[config.mk]
export PLATFORM = sky130hd
export DESIGN_NAME = hins_ctrl_top
export DESIGN_NICKNAME = d
export VERILOG_FILES = /design/src/logic/hins_pkg.sv /design/src/logic/hins_ctrl_top.sv /design/src/logic/tick_timer.sv /design/src/logic/sync_pulse_gen.sv /design/src/logic/cfg_reg_bank.sv /design/src/logic/axi_lite_slave_fsm.sv
export SDC_FILE = /design/constraint.sdc
export NUM_CORES = 1
export LEC_CHECK = 0
export BUFFER_PORTS_ARGS = -buffer_cell sky130_fd_sc_hd__buf_2
export CORE_ASPECT_RATIO = 1.1
export CORE_MARGIN = 4
export CORE_UTILIZATION = 32
export CTS_BUF_LIST = sky130_fd_sc_hd__clkbuf_2 sky130_fd_sc_hd__clkbuf_4 sky130_fd_sc_hd__clkbuf_8
export DETAILED_ROUTE_END_ITERATION = 7
export GPL_ROUTABILITY_DRIVEN = 1
export PLACE_DENSITY = 0.52
export SLEW_MARGIN = 20
export SYNTH_ARGS = -nofsm -noshare
export SYNTH_HDL_FRONTEND = slang
export SYNTH_SLANG_ARGS = --single-unit
[constraint.sdc]
create_clock -name pll_clk_cpu_int -period 4.19 [get_ports pll_clk_cpu_int]
set_clock_uncertainty 0.1 [all_clocks]
set_input_delay 0.419 -clock pll_clk_cpu_int [delete_from_list [all_inputs] [get_ports pll_clk_cpu_int]]
set_output_delay 0.419 -clock pll_clk_cpu_int [all_outputs]
set_load 0.005 [all_outputs]
[src/logic/hins_pkg.sv]
package hins_pkg;

    // ============================================================
    // bus widths
    // ============================================================
    localparam int DATA_W = 32;                 // register / bus word
    localparam int ADDR_W = 8;                  // register window, byte address
    localparam int STRB_W = DATA_W / 8;         // one strobe per byte lane

    typedef logic [DATA_W-1:0] reg_data_t;      // data word
    typedef logic [ADDR_W-1:0] reg_addr_t;      // byte address
    typedef logic [STRB_W-1:0] reg_strb_t;      // byte-lane write strobe
    typedef logic [1:0]        axi_resp_t;      // xRESP encoding

    // ============================================================
    // response codes
    // ============================================================
    localparam axi_resp_t RESP_OKAY   = 2'b00;  // normal access
    localparam axi_resp_t RESP_SLVERR = 2'b10;  // unmapped or read-only

    // ============================================================
    // register map
    // ============================================================
    localparam reg_addr_t REG_SYNC_COUNT  = 8'h00; // rw, sync half-period in cycles
    localparam reg_addr_t REG_TIMER_CTRL  = 8'h04; // rw, bit0 holds timer in reset
    localparam reg_addr_t REG_DAC_RST     = 8'h08; // rw, bit0 drives DAC reset
    localparam reg_addr_t REG_TIMER_VALUE = 8'h0C; // ro, current tick count

    // ============================================================
    // AXI4-Lite slave FSM states
    // ============================================================
    typedef enum logic [1:0] {
        ST_IDLE,                                // waiting for AW+W or AR
        ST_WRESP,                               // BVALID up, waiting BREADY
        ST_RDATA                                // RVALID up, waiting RREADY
    } axi_state_t;

endpackage
[src/logic/hins_ctrl_top.sv]
`timescale 1ns/1ps

module hins_ctrl_top #(
    parameter int TICK_DIV = 10000              // cpu cycles per timer tick
) (
    input  logic                pll_clk_cpu_int,
    input  logic                RST_EXT_N,

    // AXI4-Lite write address / data / response
    input  logic                i_awvalid,
    input  hins_pkg::reg_addr_t i_awaddr,
    output logic                o_awready,
    input  logic                i_wvalid,
    input  hins_pkg::reg_data_t i_wdata,
    input  hins_pkg::reg_strb_t i_wstrb,
    output logic                o_wready,
    output logic                o_bvalid,
    output hins_pkg::axi_resp_t o_bresp,
    input  logic                i_bready,

    // AXI4-Lite read address / data
    input  logic                i_arvalid,
    input  hins_pkg::reg_addr_t i_araddr,
    output logic                o_arready,
    output logic                o_rvalid,
    output hins_pkg::reg_data_t o_rdata,
    output hins_pkg::axi_resp_t o_rresp,
    input  logic                i_rready,

    // board side
    output logic                o_sync_out,     // sync probe
    output logic                o_dac_rst       // DAC reset line
);

    // register access strobes, fsm -> bank
    logic                wr_en;
    logic                rd_en;
    hins_pkg::reg_addr_t reg_addr;
    hins_pkg::reg_data_t wr_data;
    hins_pkg::reg_strb_t wr_strb;
    hins_pkg::reg_data_t rd_data;               // bank -> fsm, comb
    logic                rd_err;

    // bank outputs to the datapath
    hins_pkg::reg_data_t sync_count;
    logic                sync_load;
    logic                timer_hold;
    hins_pkg::reg_data_t timer_value;

    // ============================================================
    // bus slave
    // ============================================================
    axi_lite_slave_fsm u_axi_slave (
        .pll_clk_cpu_int (pll_clk_cpu_int),
        .RST_EXT_N       (RST_EXT_N),
        .i_awvalid       (i_awvalid),
        .i_awaddr        (i_awaddr),
        .i_wvalid        (i_wvalid),
        .i_wdata         (i_wdata),
        .i_wstrb         (i_wstrb),
        .i_bready        (i_bready),
        .i_arvalid       (i_arvalid),
        .i_araddr        (i_araddr),
        .i_rready        (i_rready),
        .i_rd_data       (rd_data),
        .i_rd_err        (rd_err),
        .o_awready       (o_awready),
        .o_wready        (o_wready),
        .o_bvalid        (o_bvalid),
        .o_bresp         (o_bresp),
        .o_arready       (o_arready),
        .o_rvalid        (o_rvalid),
        .o_rdata         (o_rdata),
        .o_rresp         (o_rresp),
        .o_wr_en         (wr_en),
        .o_rd_en         (rd_en),
        .o_addr          (reg_addr),
        .o_wr_data       (wr_data),
        .o_wr_strb       (wr_strb)
    );

    // ============================================================
    // software registers
    // ============================================================
    cfg_reg_bank u_reg_bank (
        .pll_clk_cpu_int (pll_clk_cpu_int),
        .RST_EXT_N       (RST_EXT_N),
        .i_wr_en         (wr_en),
        .i_rd_en         (rd_en),
        .i_addr          (reg_addr),
        .i_wr_data       (wr_data),
        .i_wr_strb       (wr_strb),
        .i_timer_value   (timer_value),
        .o_rd_data       (rd_data),
        .o_rd_err        (rd_err),
        .o_sync_count    (sync_count),
        .o_sync_load     (sync_load),
        .o_timer_hold    (timer_hold),
        .o_dac_rst       (o_dac_rst)
    );

    // ============================================================
    // sync and timer
    // ============================================================
    sync_pulse_gen u_sync_gen (
        .pll_clk_cpu_int (pll_clk_cpu_int),
        .RST_EXT_N       (RST_EXT_N),
        .i_sync_count    (sync_count),
        .i_sync_load     (sync_load),
        .o_sync_out      (o_sync_out)
    );

    tick_timer #(
        .TICK_DIV        (TICK_DIV)
    ) u_timer (
        .pll_clk_cpu_int (pll_clk_cpu_int),
        .RST_EXT_N       (RST_EXT_N),
        .i_hold          (timer_hold),
        .o_timer         (timer_value)
    );

endmodule

[src/logic/tick_timer.sv]
`timescale 1ns/1ps

module tick_timer #(
    parameter int TICK_DIV = 10000              // cpu cycles per tick
) (
    input  logic                pll_clk_cpu_int,
    input  logic                RST_EXT_N,
    input  logic                i_hold,         // software hold, clears all
    output hins_pkg::reg_data_t o_timer
);

    // prescaler width, at least one bit
    localparam int PRE_W = (TICK_DIV > 1) ? $clog2(TICK_DIV) : 1;
    localparam logic [PRE_W-1:0] PRE_LAST = PRE_W'(TICK_DIV - 1);

    logic [PRE_W-1:0]    pre_q;                 // 0 .. TICK_DIV-1
    hins_pkg::reg_data_t tick_q;                // free-running tick count
    logic                tick_en;

    assign tick_en = (pre_q == PRE_LAST);       // one pulse per TICK_DIV

    // ============================================================
    // prescaler
    // ============================================================
    always_ff @(posedge pll_clk_cpu_int or negedge RST_EXT_N) begin
        if (!RST_EXT_N) begin
            pre_q <= '0;
        end else if (i_hold || tick_en) begin
            pre_q <= '0;                        // wrap or held
        end else begin
            pre_q <= pre_q + 1'b1;
        end
    end

    // ============================================================
    // tick counter
    // ============================================================
    always_ff @(posedge pll_clk_cpu_int or negedge RST_EXT_N) begin
        if (!RST_EXT_N) begin
            tick_q <= '0;
        end else if (i_hold) begin
            tick_q <= '0;                       // held at 0
        end else if (tick_en) begin
            tick_q <= tick_q + 1'b1;            // wraps at 2^32
        end
    end

    assign o_timer = tick_q;

endmodule

[src/logic/sync_pulse_gen.sv]
`timescale 1ns/1ps

module sync_pulse_gen (
    input  logic                pll_clk_cpu_int,
    input  logic                RST_EXT_N,
    input  hins_pkg::reg_data_t i_sync_count,   // half-period N in cycles
    input  logic                i_sync_load,    // count just rewritten
    output logic                o_sync_out
);

    hins_pkg::reg_data_t cnt_q;                 // cycles into current half
    logic                sync_q;
    logic                half_done;

    // last cycle of the half-period, N > 0 only
    assign half_done = (cnt_q >= i_sync_count - 1'b1);

    // ============================================================
    // half-period counter and toggle
    // ============================================================
    always_ff @(posedge pll_clk_cpu_int or negedge RST_EXT_N) begin
        if (!RST_EXT_N) begin
            cnt_q  <= '0;
            sync_q <= 1'b0;
        end else if (i_sync_load || (i_sync_count == '0)) begin
            cnt_q  <= '0;                       // restart, output low
            sync_q <= 1'b0;                     // N = 0 parks here
        end else if (half_done) begin
            cnt_q  <= '0;
            sync_q <= ~sync_q;                  // toggle every N cycles
        end else begin
            cnt_q  <= cnt_q + 1'b1;
        end
    end

    assign o_sync_out = sync_q;

endmodule

[src/logic/cfg_reg_bank.sv]
`timescale 1ns/1ps

module cfg_reg_bank (
    input  logic                pll_clk_cpu_int,
    input  logic                RST_EXT_N,
    input  logic                i_wr_en,        // write strobe from slave
    input  logic                i_rd_en,        // read strobe from slave
    input  hins_pkg::reg_addr_t i_addr,
    input  hins_pkg::reg_data_t i_wr_data,
    input  hins_pkg::reg_strb_t i_wr_strb,
    input  hins_pkg::reg_data_t i_timer_value,  // live timer count
    output hins_pkg::reg_data_t o_rd_data,
    output logic                o_rd_err,
    output hins_pkg::reg_data_t o_sync_count,
    output logic                o_sync_load,    // restart pulse to sync gen
    output logic                o_timer_hold,
    output logic                o_dac_rst
);

    hins_pkg::reg_data_t sync_count_q;          // 0x00
    hins_pkg::reg_data_t timer_ctrl_q;          // 0x04
    hins_pkg::reg_data_t dac_rst_q;             // 0x08
    logic                sync_load_q;

    logic hit_sync;
    logic hit_ctrl;
    logic hit_dac;
    logic hit_timer;
    logic hit_rw;                               // writable offset
    logic wr_bad;
    logic rd_bad;

    // merge enabled byte lanes of a write into the old word
    function automatic hins_pkg::reg_data_t merge_bytes(
        input hins_pkg::reg_data_t old_val,
        input hins_pkg::reg_data_t new_val,
        input hins_pkg::reg_strb_t strb
    );
        hins_pkg::reg_data_t res;
        res = old_val;
        for (int b = 0; b < $bits(strb); b++) begin
            if (strb[b]) begin
                res[8*b +: 8] = new_val[8*b +: 8];
            end
        end
        return res;
    endfunction

    // ============================================================
    // address decode
    // ============================================================
    assign hit_sync  = (i_addr == hins_pkg::REG_SYNC_COUNT);
    assign hit_ctrl  = (i_addr == hins_pkg::REG_TIMER_CTRL);
    assign hit_dac   = (i_addr == hins_pkg::REG_DAC_RST);
    assign hit_timer = (i_addr == hins_pkg::REG_TIMER_VALUE);
    assign hit_rw    = hit_sync | hit_ctrl | hit_dac;

    assign wr_bad   = !hit_rw;                  // unmapped or read-only
    assign rd_bad   = !(hit_rw | hit_timer);    // unmapped only
    assign o_rd_err = (i_wr_en & wr_bad) | (i_rd_en & rd_bad);

    // ============================================================
    // writable registers
    // ============================================================
    always_ff @(posedge pll_clk_cpu_int or negedge RST_EXT_N) begin
        if (!RST_EXT_N) begin
            sync_count_q <= '0;
            timer_ctrl_q <= '0;                 // timer runs after reset
            dac_rst_q    <= '0;
            sync_load_q  <= 1'b0;
        end else begin
            sync_load_q <= i_wr_en && hit_sync;  // lines up with new count
            if (i_wr_en && hit_sync) begin
                sync_count_q <= merge_bytes(sync_count_q, i_wr_data, i_wr_strb);
            end
            if (i_wr_en && hit_ctrl) begin
                timer_ctrl_q <= merge_bytes(timer_ctrl_q, i_wr_data, i_wr_strb);
            end
            if (i_wr_en && hit_dac) begin
                dac_rst_q <= merge_bytes(dac_rst_q, i_wr_data, i_wr_strb);
            end
        end
    end

    // ============================================================
    // read mux
    // ============================================================
    always_comb begin
        case (i_addr)
            hins_pkg::REG_SYNC_COUNT:  o_rd_data = sync_count_q;
            hins_pkg::REG_TIMER_CTRL:  o_rd_data = timer_ctrl_q;
            hins_pkg::REG_DAC_RST:     o_rd_data = dac_rst_q;
            hins_pkg::REG_TIMER_VALUE: o_rd_data = i_timer_value;
            default:                   o_rd_data = '0;   // bad offset reads 0
        endcase
    end

    assign o_sync_count = sync_count_q;
    assign o_sync_load  = sync_load_q;
    assign o_timer_hold = timer_ctrl_q[0];      // only bit 0 has meaning
    assign o_dac_rst    = dac_rst_q[0];

endmodule

[src/logic/axi_lite_slave_fsm.sv]
`timescale 1ns/1ps

module axi_lite_slave_fsm (
    input  logic                pll_clk_cpu_int,
    input  logic                RST_EXT_N,

    // from bus master
    input  logic                i_awvalid,
    input  hins_pkg::reg_addr_t i_awaddr,
    input  logic                i_wvalid,
    input  hins_pkg::reg_data_t i_wdata,
    input  hins_pkg::reg_strb_t i_wstrb,
    input  logic                i_bready,
    input  logic                i_arvalid,
    input  hins_pkg::reg_addr_t i_araddr,
    input  logic                i_rready,

    // from register bank, comb for presented address
    input  hins_pkg::reg_data_t i_rd_data,
    input  logic                i_rd_err,

    // to bus master
    output logic                o_awready,
    output logic                o_wready,
    output logic                o_bvalid,
    output hins_pkg::axi_resp_t o_bresp,
    output logic                o_arready,
    output logic                o_rvalid,
    output hins_pkg::reg_data_t o_rdata,
    output hins_pkg::axi_resp_t o_rresp,

    // to register bank
    output logic                o_wr_en,        // one-cycle write strobe
    output logic                o_rd_en,        // one-cycle read strobe
    output hins_pkg::reg_addr_t o_addr,
    output hins_pkg::reg_data_t o_wr_data,
    output hins_pkg::reg_strb_t o_wr_strb
);

    hins_pkg::axi_state_t state_q;
    hins_pkg::axi_state_t state_d;

    logic                wr_go;                 // AW+W accepted this cycle
    logic                rd_go;                 // AR accepted this cycle
    hins_pkg::axi_resp_t bresp_q;
    hins_pkg::axi_resp_t rresp_q;
    hins_pkg::reg_data_t rdata_q;

    // ============================================================
    // arbitration, write beats read
    // ============================================================
    assign wr_go = (state_q == hins_pkg::ST_IDLE) && i_awvalid && i_wvalid;
    assign rd_go = (state_q == hins_pkg::ST_IDLE) && i_arvalid && !wr_go;

    assign o_awready = wr_go;                   // AW and W taken together
    assign o_wready  = wr_go;
    assign o_arready = rd_go;

    // register side strobes, same cycle as the handshake
    assign o_wr_en   = wr_go;
    assign o_rd_en   = rd_go;
    assign o_addr    = wr_go ? i_awaddr : i_araddr;
    assign o_wr_data = i_wdata;
    assign o_wr_strb = i_wstrb;

    // ============================================================
    // state machine
    // ============================================================
    always_comb begin
        state_d = state_q;                      // hold by default
        case (state_q)
            hins_pkg::ST_IDLE: begin
                if (wr_go) begin
                    state_d = hins_pkg::ST_WRESP;
                end else if (rd_go) begin
                    state_d = hins_pkg::ST_RDATA;
                end
            end
            hins_pkg::ST_WRESP: begin
                if (i_bready) begin
                    state_d = hins_pkg::ST_IDLE;    // response taken
                end
            end
            hins_pkg::ST_RDATA: begin
                if (i_rready) begin
                    state_d = hins_pkg::ST_IDLE;
                end
            end
            default: state_d = hins_pkg::ST_IDLE;
        endcase
    end

    always_ff @(posedge pll_clk_cpu_int or negedge RST_EXT_N) begin
        if (!RST_EXT_N) begin
            state_q <= hins_pkg::ST_IDLE;
        end else begin
            state_q <= state_d;
        end
    end

    // ============================================================
    // response capture, held while master stalls
    // ============================================================
    always_ff @(posedge pll_clk_cpu_int) begin
        if (wr_go) begin
            bresp_q <= i_rd_err ? hins_pkg::RESP_SLVERR : hins_pkg::RESP_OKAY;
        end
        if (rd_go) begin
            rdata_q <= i_rd_data;               // 0 from bank on bad address
            rresp_q <= i_rd_err ? hins_pkg::RESP_SLVERR : hins_pkg::RESP_OKAY;
        end
    end

    assign o_bvalid = (state_q == hins_pkg::ST_WRESP);  // one cycle after AW/W
    assign o_bresp  = bresp_q;
    assign o_rvalid = (state_q == hins_pkg::ST_RDATA);  // one cycle after AR
    assign o_rdata  = rdata_q;
    assign o_rresp  = rresp_q;

endmodule

---- After elaboration in Yosys (flattened, before gate mapping) ----
Index checks and enable logic that the tools add are counted.
W data, S select, Z words.
storage, ports and cells
  register bits ........................... 214
  bits in latches ......................... 0
  RAM bits ................................ 0
  bits in read-only memories .............. 0
  input bits .............................. 59
  output and inout port bits .............. 43
  word-level logic and storage cells ...... 87
  memories ................................ 0
operators by class
  add/sub/neg operators ................... 4
  multiply operators ...................... 0
  div/mod/pow operators ................... 0
  $lt $le $gt $ge ......................... 1
  eq/ne operators ......................... 9
  shifts and indexed selects .............. 0
  muxes and demuxes ....................... 15
  bitwise operators ....................... 7
  reductions and logical operators ........ 30
operators with widths
  operator                 count
  $mux W32                 4
  $pmux W32 S4             1
  $add A32 B1 Y32 const B  2
  $ge A32 B32 Y1           1
  $logic_not A32 Y1        1
  $sub A32 B1 Y32 const B  1
  $reduce_and A2 Y1        12
  $eq A8 B4 Y1 const B     2
  $add A14 B1 Y14 const B  1
  $eq A14 B14 Y1 const B   1
  $mux W14                 1
  $mux W2                  5
  $eq A8 B3 Y1 const B     1
  $logic_not A8 Y1         1
  $mux W8                  1
  $logic_and A1 B1 Y1      7
  $pmux W2 S3              1
  $ne A2 B1 Y1 const B     2
  $or A1 B1 Y1             4
  $reduce_bool A2 Y1       2
  $logic_not A1 Y1         3
  $ne A3 B1 Y1 const B     1
  $reduce_and A3 Y1        1
  $and A1 B1 Y1            2
  other kinds (6)          8

---- Logic depth before layout (Yosys ltp) ----
Gate-level depths: netlist (run 1).
  depth after elaboration ................. 12
  mapped depth ............................ 16
  depth with buffers taken out ............ 14

---- By module ----
From an unflattened synthesis (run 1), not the netlist that was laid out.
second synthesis, totals
  cell total of the unflattened synthesis .. 965
  area, all modules ....................... 11468.5 um^2
modules (own cells, without submodules)
  module              times used  cells each  area an instance (um^2)  sequential area each (um^2)
  cfg_reg_bank        1           296         4802.1                   2427.3
  sync_pulse_gen      1           324         2800.2                   825.8
  tick_timer          1           248         2317.2                   1151.1
  axi_lite_slave_fsm  1           97          1549.0                   1071.0

---- Worst setup path before layout (run 1) ----
OpenSTA, ideal clock, no wires.
  kind .................................... register to register
  from .................................... register u_reg_bank.sync_count_q[12] (netlist: u_reg_bank.o_sync_count[12])
  to ...................................... register u_sync_gen.cnt_q[10]
  library setup time ...................... 0.072 ns
  arrival time ............................ 3.905 ns
  required time ........................... 4.018 ns
  slack ................................... 0.113 ns
  stages on the path, launching flop included .. 16
  path buffers ............................ 2
  period minus slack after synthesis ...... 4.077 ns
  path through ............................ dfrtp_1 or4_4 or3_4 or4_4 or3_1 buf_6 and2b_1 xnor2_1 ha_1 a21oi_1 nand2_1 a221oi_1 o21a_1 nand3_1 clkbuf_1 nor2_1
between the ends
  longest elaborated chain between the ends .. 4
  elaborated cells between the ends (all ways) .. 6
  those cells by class .................... add/sub (1); order compare (1); mux (2); reduce/logical (2)
ends and longest elaborated chain
  element                 RTL line              source
  from (decl)             cfg_reg_bank.sv:20    hins_pkg::reg_data_t sync_count_q;
  from (signal assigned)  cfg_reg_bank.sv:74    sync_count_q <= merge_bytes(sync_count_q, i_wr_data, i_wr_strb);
  $sub A32 B1 Y32         sync_pulse_gen.sv:16  assign half_done = (cnt_q >= i_sync_count - 1'b1);
  $ge A32 B32 Y1          sync_pulse_gen.sv:16
  $mux W32                sync_pulse_gen.sv:28  end else if (half_done) begin
  $mux W32 *              sync_pulse_gen.sv:25  end else if (i_sync_load || (i_sync_count == '0)) begin
  to (signal assigned)    sync_pulse_gen.sv:32  cnt_q <= cnt_q + 1'b1;
  to (decl)               sync_pulse_gen.sv:11  hins_pkg::reg_data_t cnt_q;
Mark *: on every way between the ends. The rest lies on a longest branch, timed or not.
A chain may end at the register's enable or synchronous reset.

---- Final worst setup path (run 1) ----
  from .................................... register u_reg_bank.sync_count_q[12] (netlist: u_reg_bank.o_sync_count[12])
  to ...................................... register u_sync_gen.cnt_q[13]
The elaborated chain is that of the path after synthesis.

==> impl_metrics.ini, run 1 <==
[yosys]
yosysSeqAreaShare_pct = 51.7
synth_area_um2 = 10600
ys.warnings.count = 0
synthMuxAreaShare_pct = 10.4
synth-seq-cells = 212
synthTopCellsByArea = dfrtp_1, mux2_2, edfxtp_1
synth_top_flop_cell = dfrtp_1
syn_area_per_cell_um2 = 11.2
synthAdderAreaFrac_pct = 4.37
synth-simple-area-share_pct = 16.1
synth_top_family_by_area = simple AND/OR/NAND/NOR gates
synth-edff-count = 34
synthArstFlopShare_pct = 84.0
yosys-top-cells-count = dfrtp_1, mux2_2, nor2_1
synth-xor-area-share_pct = 7.69
syn_inst = 949
synth.largest_area_cell = dfrtp_1
synth_top_area_share_pct = 42.0
synth.most_common_cell = dfrtp_1
yosysUniqueCellTypes = 50
synth_compound_area_share_pct = 7.84

[power]
p_sw_share_pct = 26.2
vdd_drop_max_mv = 0.203
power_density_nw_per_um2 = 383
pwr-share-comb_pct = 12.6
clock_power_share_pct = 41.8
p_switching_mw = 1.29
pwr-share-seq_pct = 45.6
intPower_mw = 3.65
power_mw = 4.94
p_leak_nw = 6.10

[die]
start_util_pct = 32.6
rows = 69
io_pins = 102
die_h_um = 199
die_w_um = 182
coreArea_um2 = 32500
die-area_um2 = 36100

[clock_tree]
clk_pin_slew_ps = 60
root_buffer = clkbuf_8
cts_buffer_depth = 3
post_cts_buffers = 0
insertion_delay_ps = 530
cts_buffers = 40
h-tree-depth = 2
clock-sinks = 212
cts_tree = done

[job]
maxCapViolCount = 0

[finish]
nets = 1199
final_core_util_pct = 39.7
final.fill_count = 3249
antenna_cells = 0
areaGrowthSynthToFinish_pct = 21.6
final-seq-area_um2 = 5480
layout-drive-gt1-share_pct = 30.4
multi_input_area_um2 = 5080
finalNonFillerCells = 1560

[timing]
setup_viol = 0
whs_ps = 35.7
tightest_slew_ps = 839
fin_crit_ps = 4150
relSlewSlack_pct = 44.1
final-hold-violation-count = 0
slew_violations = 0
period_share_pct = 99.1
fmax_mhz = 241
rsz0062_at_grt = true
setup-tns-final_ps = 0

[setup_path]
criticalPathCategory = reg2reg
arrival_ps = 4490
slowest_delay_ps = 540
worstPathRequired_ps = 4530
path_max_fanout = 8
cp_cell_sequence = or4_4 > or3_4 > or4_4 > or3_4 > and2b_1 > xnor2_1 > ha_1 > a21oi_2 > nand2_1 > a221oi_2 > o21a_1 > nand3_4 > clkbuf_16 > nor2_2
start_kind = register
worst_path_max_delay_cell = or4_4
cp-end-kind = register
critPathBufInv = 1
critical_path.top_delay_family = simple AND/OR/NAND/NOR gates

[global_routing]
grt_usage_pct = 15.3
grt_pass1_wl_mm = 44.4
antenna_found_initial = 0
grt_pass1_vias = 7938
grt.overflow.total = 0
grt_start_max_net_pins = 86

[outcome]
outcome = complete, no violations

[detailed_routing]
first_pass_iters = 5
wl_per_cell_um = 17.9
routed_via_density = 4.99
dr_total_vias = 7790
drt_iter0_drc = 353
route.detailed.drc = 0
ant_nets = 0
routed_wirelength_mm = 28.0

[placed_design]
dp.cells = 1481
dpl.hpwl_mm = 20.1
place.gp.congestion = 0.778
io_buffers = 99

[worst_hold_path]
hold_class = in2reg
[final cells by class]
class	instances	area share, %
Clock buffer	61	5.74
Clock inverter	12	0.679
Inverter	18	0.524
Multi-Input combinational cell	688	39.4
Sequential cell	212	42.5
Tap cell	426	4.13
Timing Repair Buffer	143	7.04
[worst min-delay path, stage by stage]
cell and delay, ps:
buf_2 70, nand2_1 50, o21ai_0 80
[cell usage in the layout (no fill, tap or decap), drive strengths merged, types with 34 or more instances in the layout]
master	instances
buf	138
nor2	88
nand2	87
mux2	96
edfxtp	34
clkbuf	63
xor2	43
dfrtp	178
ha	37
a22oi	64
xnor2	50
[sequential cells by signal, indices dropped and copies added, names as in the netlist, 2 cells and up]
signal                   cells
u_timer.o_timer             32
u_timer.pre_q               14
u_reg_bank.timer_ctrl_q     32
u_reg_bank.o_sync_count     32
u_axi_slave.o_rdata         32
u_axi_slave.state_q          2
u_reg_bank.dac_rst_q        32
u_sync_gen.cnt_q            32
[final timing paths]
kind / startpoint / end / slack, ps / depth (start not counted)
max: u_reg_bank.o_sync_count[12] / u_sync_gen.cnt_q[13] / 40 / 14
min: i_arvalid / u_axi_slave.state_q[1] / 40 / 3
max reg2reg: u_reg_bank.o_sync_count[12] / u_sync_gen.cnt_q[13] / 40 / 14
min reg2reg: u_timer.pre_q[0] / u_timer.pre_q[0] / 370 / 1
max in group asynchronous: RST_EXT_N / u_sync_gen.o_sync_out / 2650 / 3
min in group asynchronous: RST_EXT_N / u_reg_bank.dac_rst_q[10] / 440 / 2
[per-stage QoR]
step / setup WS [ps] / cell area, µm²
5_1_grt: -107 / 12900
3_3_place_gp: 75.0 / 11800
4_1_cts: 5.09 / 12700
2_1_floorplan: 113 / 10600
3_5_place_dp: 36.1 / 11800
6_report: 39.2 / 12900
[power groups by stage]
stage / combinational, mW / sequential (mW) / clock (mW)
after floorplan: 0.320 / 2.28 / 0
after global placement: 0.539 / 2.29 / 0
after detailed placement: 0.543 / 2.29 / 0
after CTS: 0.548 / 2.25 / 2.13
after global routing: 0.698 / 2.26 / 2.23
final: 0.622 / 2.25 / 2.07
[routing by layer]
layer	wire (µm)	global-route usage, %
met4	719	4.67
met5	0	0
met1	12600	20.2
met2	13600	25.9
met3	977	2.71
[cells by family (layout without fill, tap and decap cells)]
logic type | Yosys count | after routing
AOI/OAI and AO/OA | 120 | 120
xor gates and xnor gates | 93 | 93
adders and majority gates | 37 | 37
buffers and inverters | 50 | 234
DFF | 212 | 212
muxes | 98 | 98
other | 1 | 2
and+or+nand+nor | 338 | 338
[repair_timing]
item                                   in CTS  in global routing
resized for setup                           0                 39
hold buffers                                3                  0
endpoints found under the hold margin      85                  0
setup endpoints to repair                   0                 33
(Power assumes the default switching activity.)
==> inputs of run 2 (changes only) <==
- RECOVER_POWER: default -> 25
==> run 2 against run 1 <==
Non-clock buffer count unchanged. Largest cell class unchanged. Sequential share of layout area up 0.066 points. Clock-buffer cell count unchanged. Largest power group unchanged. Core utilization down 0.062 points. First-iteration DRC count up 8.2%. Highest routed layer unchanged. Final area down 0.16%. Clock power about the same. Cell count unchanged. The flow now finishes with violations (capacitance limit, slew limit). Die area unchanged. Sequential cell count unchanged.
==> impl_metrics.ini, run 2 (synthesis gave the netlist of run 1 again) <==
[finish]
nets = 1199
final.fill_count = 3252
layout_common_cells = dfrtp_1, mux2_2, nand2_1, buf_2, nor2_1
final_area_um2 = 12900
areaGrowthSynthToFinish_pct = 21.5
antenna_cells = 0
layout_commonest_cell = dfrtp_1
layout-drive-gt1-share_pct = 29.5

[detailed_routing]
dr_total_vias = 7774
drt_iter0_drc = 382
dr_wl_met2_mm = 13.8
top_layer_used = met4
routed_wirelength_mm = 28.0
route.detailed.drc = 0
wl_per_cell_um = 18.0
met1_length_mm = 12.4
wl_met3_mm = 1.04
first_pass_iters = 4
routed_via_density = 4.98
ant_nets = 0

[setup_path]
r2r_cells = 14
rrSetupSlack_ps = 40
criticalPathCategory = reg2reg
regToRegStartpoint = u_reg_bank.o_sync_count[12]
r2r_end = u_sync_gen.cnt_q[13]
path_max_fanout = 8
start_kind = register
arrival_ps = 4500
cp-end-kind = register
worstPathRequired_ps = 4530

[global_routing]
grt_pass1_vias = 7938
grt_pass1_wl_mm = 44.4
grt_usage_pct = 15.3
antenna_found_initial = 0
grt_start_max_net_pins = 86
grt.overflow.total = 0

[timing]
fmax_mhz = 241
whs_ps = 37.9
setup_viol = 0
slew_violations = 85
rsz0062_at_grt = true
fin_crit_ps = 4150
relSlewSlack_pct = -50.1
period_share_pct = 99.1
setup-tns-final_ps = 0
setup_slack_ps = 37.7
tightest_slew_ps = 2250
final-hold-violation-count = 0

[die]
die_h_um = 199
start_util_pct = 32.6
die-area_um2 = 36100
die_w_um = 182
coreArea_um2 = 32500
io_pins = 102
rows = 69

[job]
maxCapViolCount = 1

[worst_hold_path]
whs_path_depth = 3
hold_class = in2reg
min_from = i_arvalid
min_to = u_axi_slave.state_q[1]

[power]
power_density_nw_per_um2 = 383
power_mw = 4.93
vdd_drop_max_mv = 0.202
p_leak_nw = 6.07

[outcome]
violations = capacitance limit, slew limit
outcome = finished with violations

[clock_tree]
cts_buffer_depth = 3
clk_pin_slew_ps = 60
root_buffer = clkbuf_8
clock-sinks = 212
cts_tree = done
h-tree-depth = 2
cts_buffers = 40
insertion_delay_ps = 530

[placed_design]
dpl.hpwl_mm = 20.1
io_buffers = 99
placed_area_um2 = 11800
place_ws_ps = 36.1
place.gp.congestion = 0.778
-- run 2: area by class of cell --
class                   count  area, µm²  area share [%]
repair buffers            143        887            6.89
multi-input cells         688       5080            39.5
clock inverters            12       87.6           0.680
flip-flops and latches    212       5480            42.5
clock buffers              61        739            5.75
inverters                  18       67.6           0.525
well taps                 426        533            4.14
-- run 2: worst max-delay path, stage by stage (launching register included) --
cell	delay, ps
dfrtp_1	380
or4_4	540
or3_4	340
or4_4	430
or3_4	460
and2b_1	220
xnor2_1	120
ha_1	290
a21oi_2	160
nand2_1	80
a221oi_2	270
o21a_1	210
nand3_4	150
clkbuf_16	230
nor2_2	100
-- run 2: repair_timing --
action                                  in CTS  in global routing
resized for setup                            0                 39
endpoints found under the setup margin       0                 33
hold buffers                                 3                  0
buffers inserted                             0                  0
endpoints found under the hold margin       85                  0
-- run 2: metal layers --
layer | global-route usage (%) | vias up
met5 | 0 | -
met4 | 4.67 | 0
met3 | 2.71 | 43
met2 | 25.9 | 122
met1 | 20.2 | 3843
li1 | - | 3766
-- run 2: worst max path at each step --
stage	from	end	slack, ps	cells past startpoint
4_1_cts	u_reg_bank.o_sync_count[12]	u_sync_gen.cnt_q[6]	5	14
2_1_floorplan	u_reg_bank.o_sync_count[12]	u_sync_gen.cnt_q[10]	110	15
6_report	u_reg_bank.o_sync_count[12]	u_sync_gen.cnt_q[13]	40	14
3_5_place_dp	u_reg_bank.o_sync_count[12]	u_sync_gen.cnt_q[6]	40	14
5_1_grt	u_reg_bank.o_sync_count[12]	u_sync_gen.cnt_q[19]	-110	14
3_3_place_gp	u_reg_bank.o_sync_count[12]	u_sync_gen.cnt_q[6]	70	14
-- run 2: per-stage QoR --
step	instances	utilization, %
global placement	1481	36.4
CTS	1557	39.0
finish	1560	39.7
floorplan	950	-
global route	1560	39.7
detailed placement	1481	36.4
-- run 2: power breakdown --
| part | total (mW) | internal (mW) | leakage, nW | switching (mW) |
|---|---|---|---|---|
| combinational | 0.618 | 0.269 | 2.84 | 0.350 |
| clock | 2.06 | 1.19 | 0.434 | 0.873 |
| sequential | 2.25 | 2.19 | 2.79 | 0.0654 |
==> inputs of run 3 (changes only) <==
- RECOVER_POWER: 25 -> 100
- SYNTH_HIERARCHICAL: default -> 1
==> run 3 against run 2 <==
The run still ends with capacitance limit, slew limit left. Wire length rose by 7.4%. Sequential power barely moved. Non-clock buffer count fell by 18. Clock-buffer cell count rose by 2. Clock power barely moved. Combinational power rose by 25%. Register-to-register slack barely moved. Setup slack improved by 7.1 ps. Cell count rose by 0.38%. Worst hold slack barely moved. Synthesized cell count rose by 1.7%. Maximum frequency rose by 0.17%.
==> impl_metrics.ini, run 3 <==
[outcome]
outcome = finished with violations
violations = capacitance limit, slew limit

[setup_path]
criticalPathCategory = reg2reg
worstPathRequired_ps = 4530
arrival_ps = 4480
start_kind = register
path_max_fanout = 8
cp-end-kind = register

[placed_design]
io_buffers = 99
place.gp.congestion = 0.824
dpl.hpwl_mm = 21.1

[global_routing]
grt_pass1_vias = 7976
grt.overflow.total = 0
grt_pass1_wl_mm = 46.9
grt_start_max_net_pins = 83
antenna_found_initial = 2
grt_usage_pct = 15.4

[detailed_routing]
routed_wirelength_mm = 30.1
ant_nets = 0
dr_total_vias = 7689
route.detailed.drc = 0
wl_per_cell_um = 19.2
drt_iter0_drc = 383
routed_via_density = 4.91
first_pass_iters = 4

[yosys]
syn_inst = 965
synthArstFlopShare_pct = 84.0
yosysUniqueCellTypes = 54
synthTopCellsByArea = dfrtp_1, mux2_2, edfxtp_1
synth-seq-cells = 212
synth-edff-count = 34
ys.warnings.count = 6
synth_top_flop_cell = dfrtp_1
synth.most_common_cell = dfrtp_1
yosys-top-cells-count = dfrtp_1, mux2_2, nor2_1
syn_area_per_cell_um2 = 11.9
yosysSeqAreaShare_pct = 47.7
synth.largest_area_cell = dfrtp_1
synth_area_um2 = 11500
synth_top_area_share_pct = 38.8

[clock_tree]
cts_buffer_depth = 3
h-tree-depth = 2
insertion_delay_ps = 560
cts_tree = done
cts_buffers = 39
clock-sinks = 212
clk_pin_slew_ps = 60
root_buffer = clkbuf_8

[timing]
period_share_pct = 98.9
slew_violations = 119
tightest_slew_ps = 2360
fmax_mhz = 241
final-hold-violation-count = 0
relSlewSlack_pct = -57.6
rsz0062_at_grt = true
whs_ps = 37.6
fin_crit_ps = 4150
setup_viol = 0

[die]
coreArea_um2 = 35300
die-area_um2 = 38900
die_h_um = 207
die_w_um = 189
io_pins = 102
rows = 72
start_util_pct = 32.5

[job]
maxCapViolCount = 2

[finish]
layout-drive-gt1-share_pct = 31.6
layout_commonest_cell = dfrtp_1
areaGrowthSynthToFinish_pct = 15.0
antenna_cells = 0
nets = 1151
layout_common_cells = dfrtp_1, mux2_2, nor2_1
final_core_util_pct = 37.4
final.fill_count = 3579

[power]
power_density_nw_per_um2 = 386
vdd_drop_max_mv = 0.176
p_leak_nw = 6.13

[worst_hold_path]
hold_class = in2reg
## run 3: what timing repair did
item                                    4_1_cts  5_1_grt
endpoints found under the hold margin        84        0
buffers inserted                              0        2
gates cloned                                  0        2
resized for setup                             1       33
endpoints found under the setup margin       32       33
hold buffers                                  3        0
pin swaps                                     0        3
## run 3: worst max-delay path, stage by stage (launching register included)
cell and delay [ps]:
dfrtp_1 380, or4_4 560, or3_4 370, or3_4 370
or4_4 460, nor3_4 160, xnor2_2 80, ha_1 290
nand4_1 140, nor4_1 380, o31ai_1 150, nand3b_1 290
clkbuf_16 250, nor2_1 50
## run 3: per-layer routing
metal / track usage, % / up-vias / share of wire (%)
met4: 3.75 / 4 / 1.6
met3: 2.83 / 40 / 4.1
met2: 26.6 / 149 / 50
met1: 20.2 / 3842 / 44
li1: - / 3654 / -
met5: 0 / - / 0.090
## run 3: final timing paths
kind	startpoint	end	slack, ps	cells after the start
worst min register to register	u_timer/pre_q[0]	u_timer/pre_q[0]	360	1
worst min-delay path	i_bready	u_axi_slave/state_q[0]	40	3
min in group asynchronous	RST_EXT_N	u_axi_slave/state_q[0]	890	2
worst max-delay path	u_reg_bank/o_sync_count[8]	u_sync_gen/cnt_q[17]	40	13
worst max register to register	u_reg_bank/o_sync_count[8]	u_sync_gen/cnt_q[17]	40	13
max in group asynchronous	RST_EXT_N	u_sync_gen/cnt_q[8]	1050	3
## run 3: logic make-up (layout without fill, tap and decap cells)
group | Yosys count | count (layout) | synth area share (%)
AOI/OAI and AO/OA | 39 | 39 | 2.15
and+or+nand+nor | 347 | 347 | 17.2
DFF | 212 | 212 | 47.7
buffers and inverters | 93 | 212 | 4.64
xor gates and xnor gates | 98 | 98 | 7.48
adders and majority gates | 37 | 37 | 4.04
muxes | 138 | 138 | 16.7
other | 1 | 2 | 0.0327
## run 3: final cells by class
type / instances / area (µm²) / area share [%]
sequential: 212 / 5480 / 41.5
clock buffer: 63 / 767 / 5.81
timing repair buffer: 125 / 681 / 5.16
multi-input combinational: 661 / 5560 / 42.1
tap: 481 / 602 / 4.56
clock inverter: 8 / 50.0 / 0.379
inverter: 16 / 60.1 / 0.455
## run 3: power breakdown
| part | internal (mW) | switching, mW |
|---|---|---|
| clock | 1.16 | 0.895 |
| combinational | 0.315 | 0.455 |
| sequential | 2.19 | 0.0742 |
| total | 3.67 | 1.42 |
## run 3: through the flow
stage,TNS (ps),area [µm²],power [mW],worst slack (ps),instances
2_1_floorplan,0,11500,2.78,201,966
3_3_place_gp,0,12300,3.00,67.3,1488
3_5_place_dp,-29.0,12300,3.02,-8.93,1488
4_1_cts,0,13100,5.12,32.1,1562
5_1_grt,-2590,13200,5.35,-110,1566
6_report,0,13200,5.09,44.7,1566
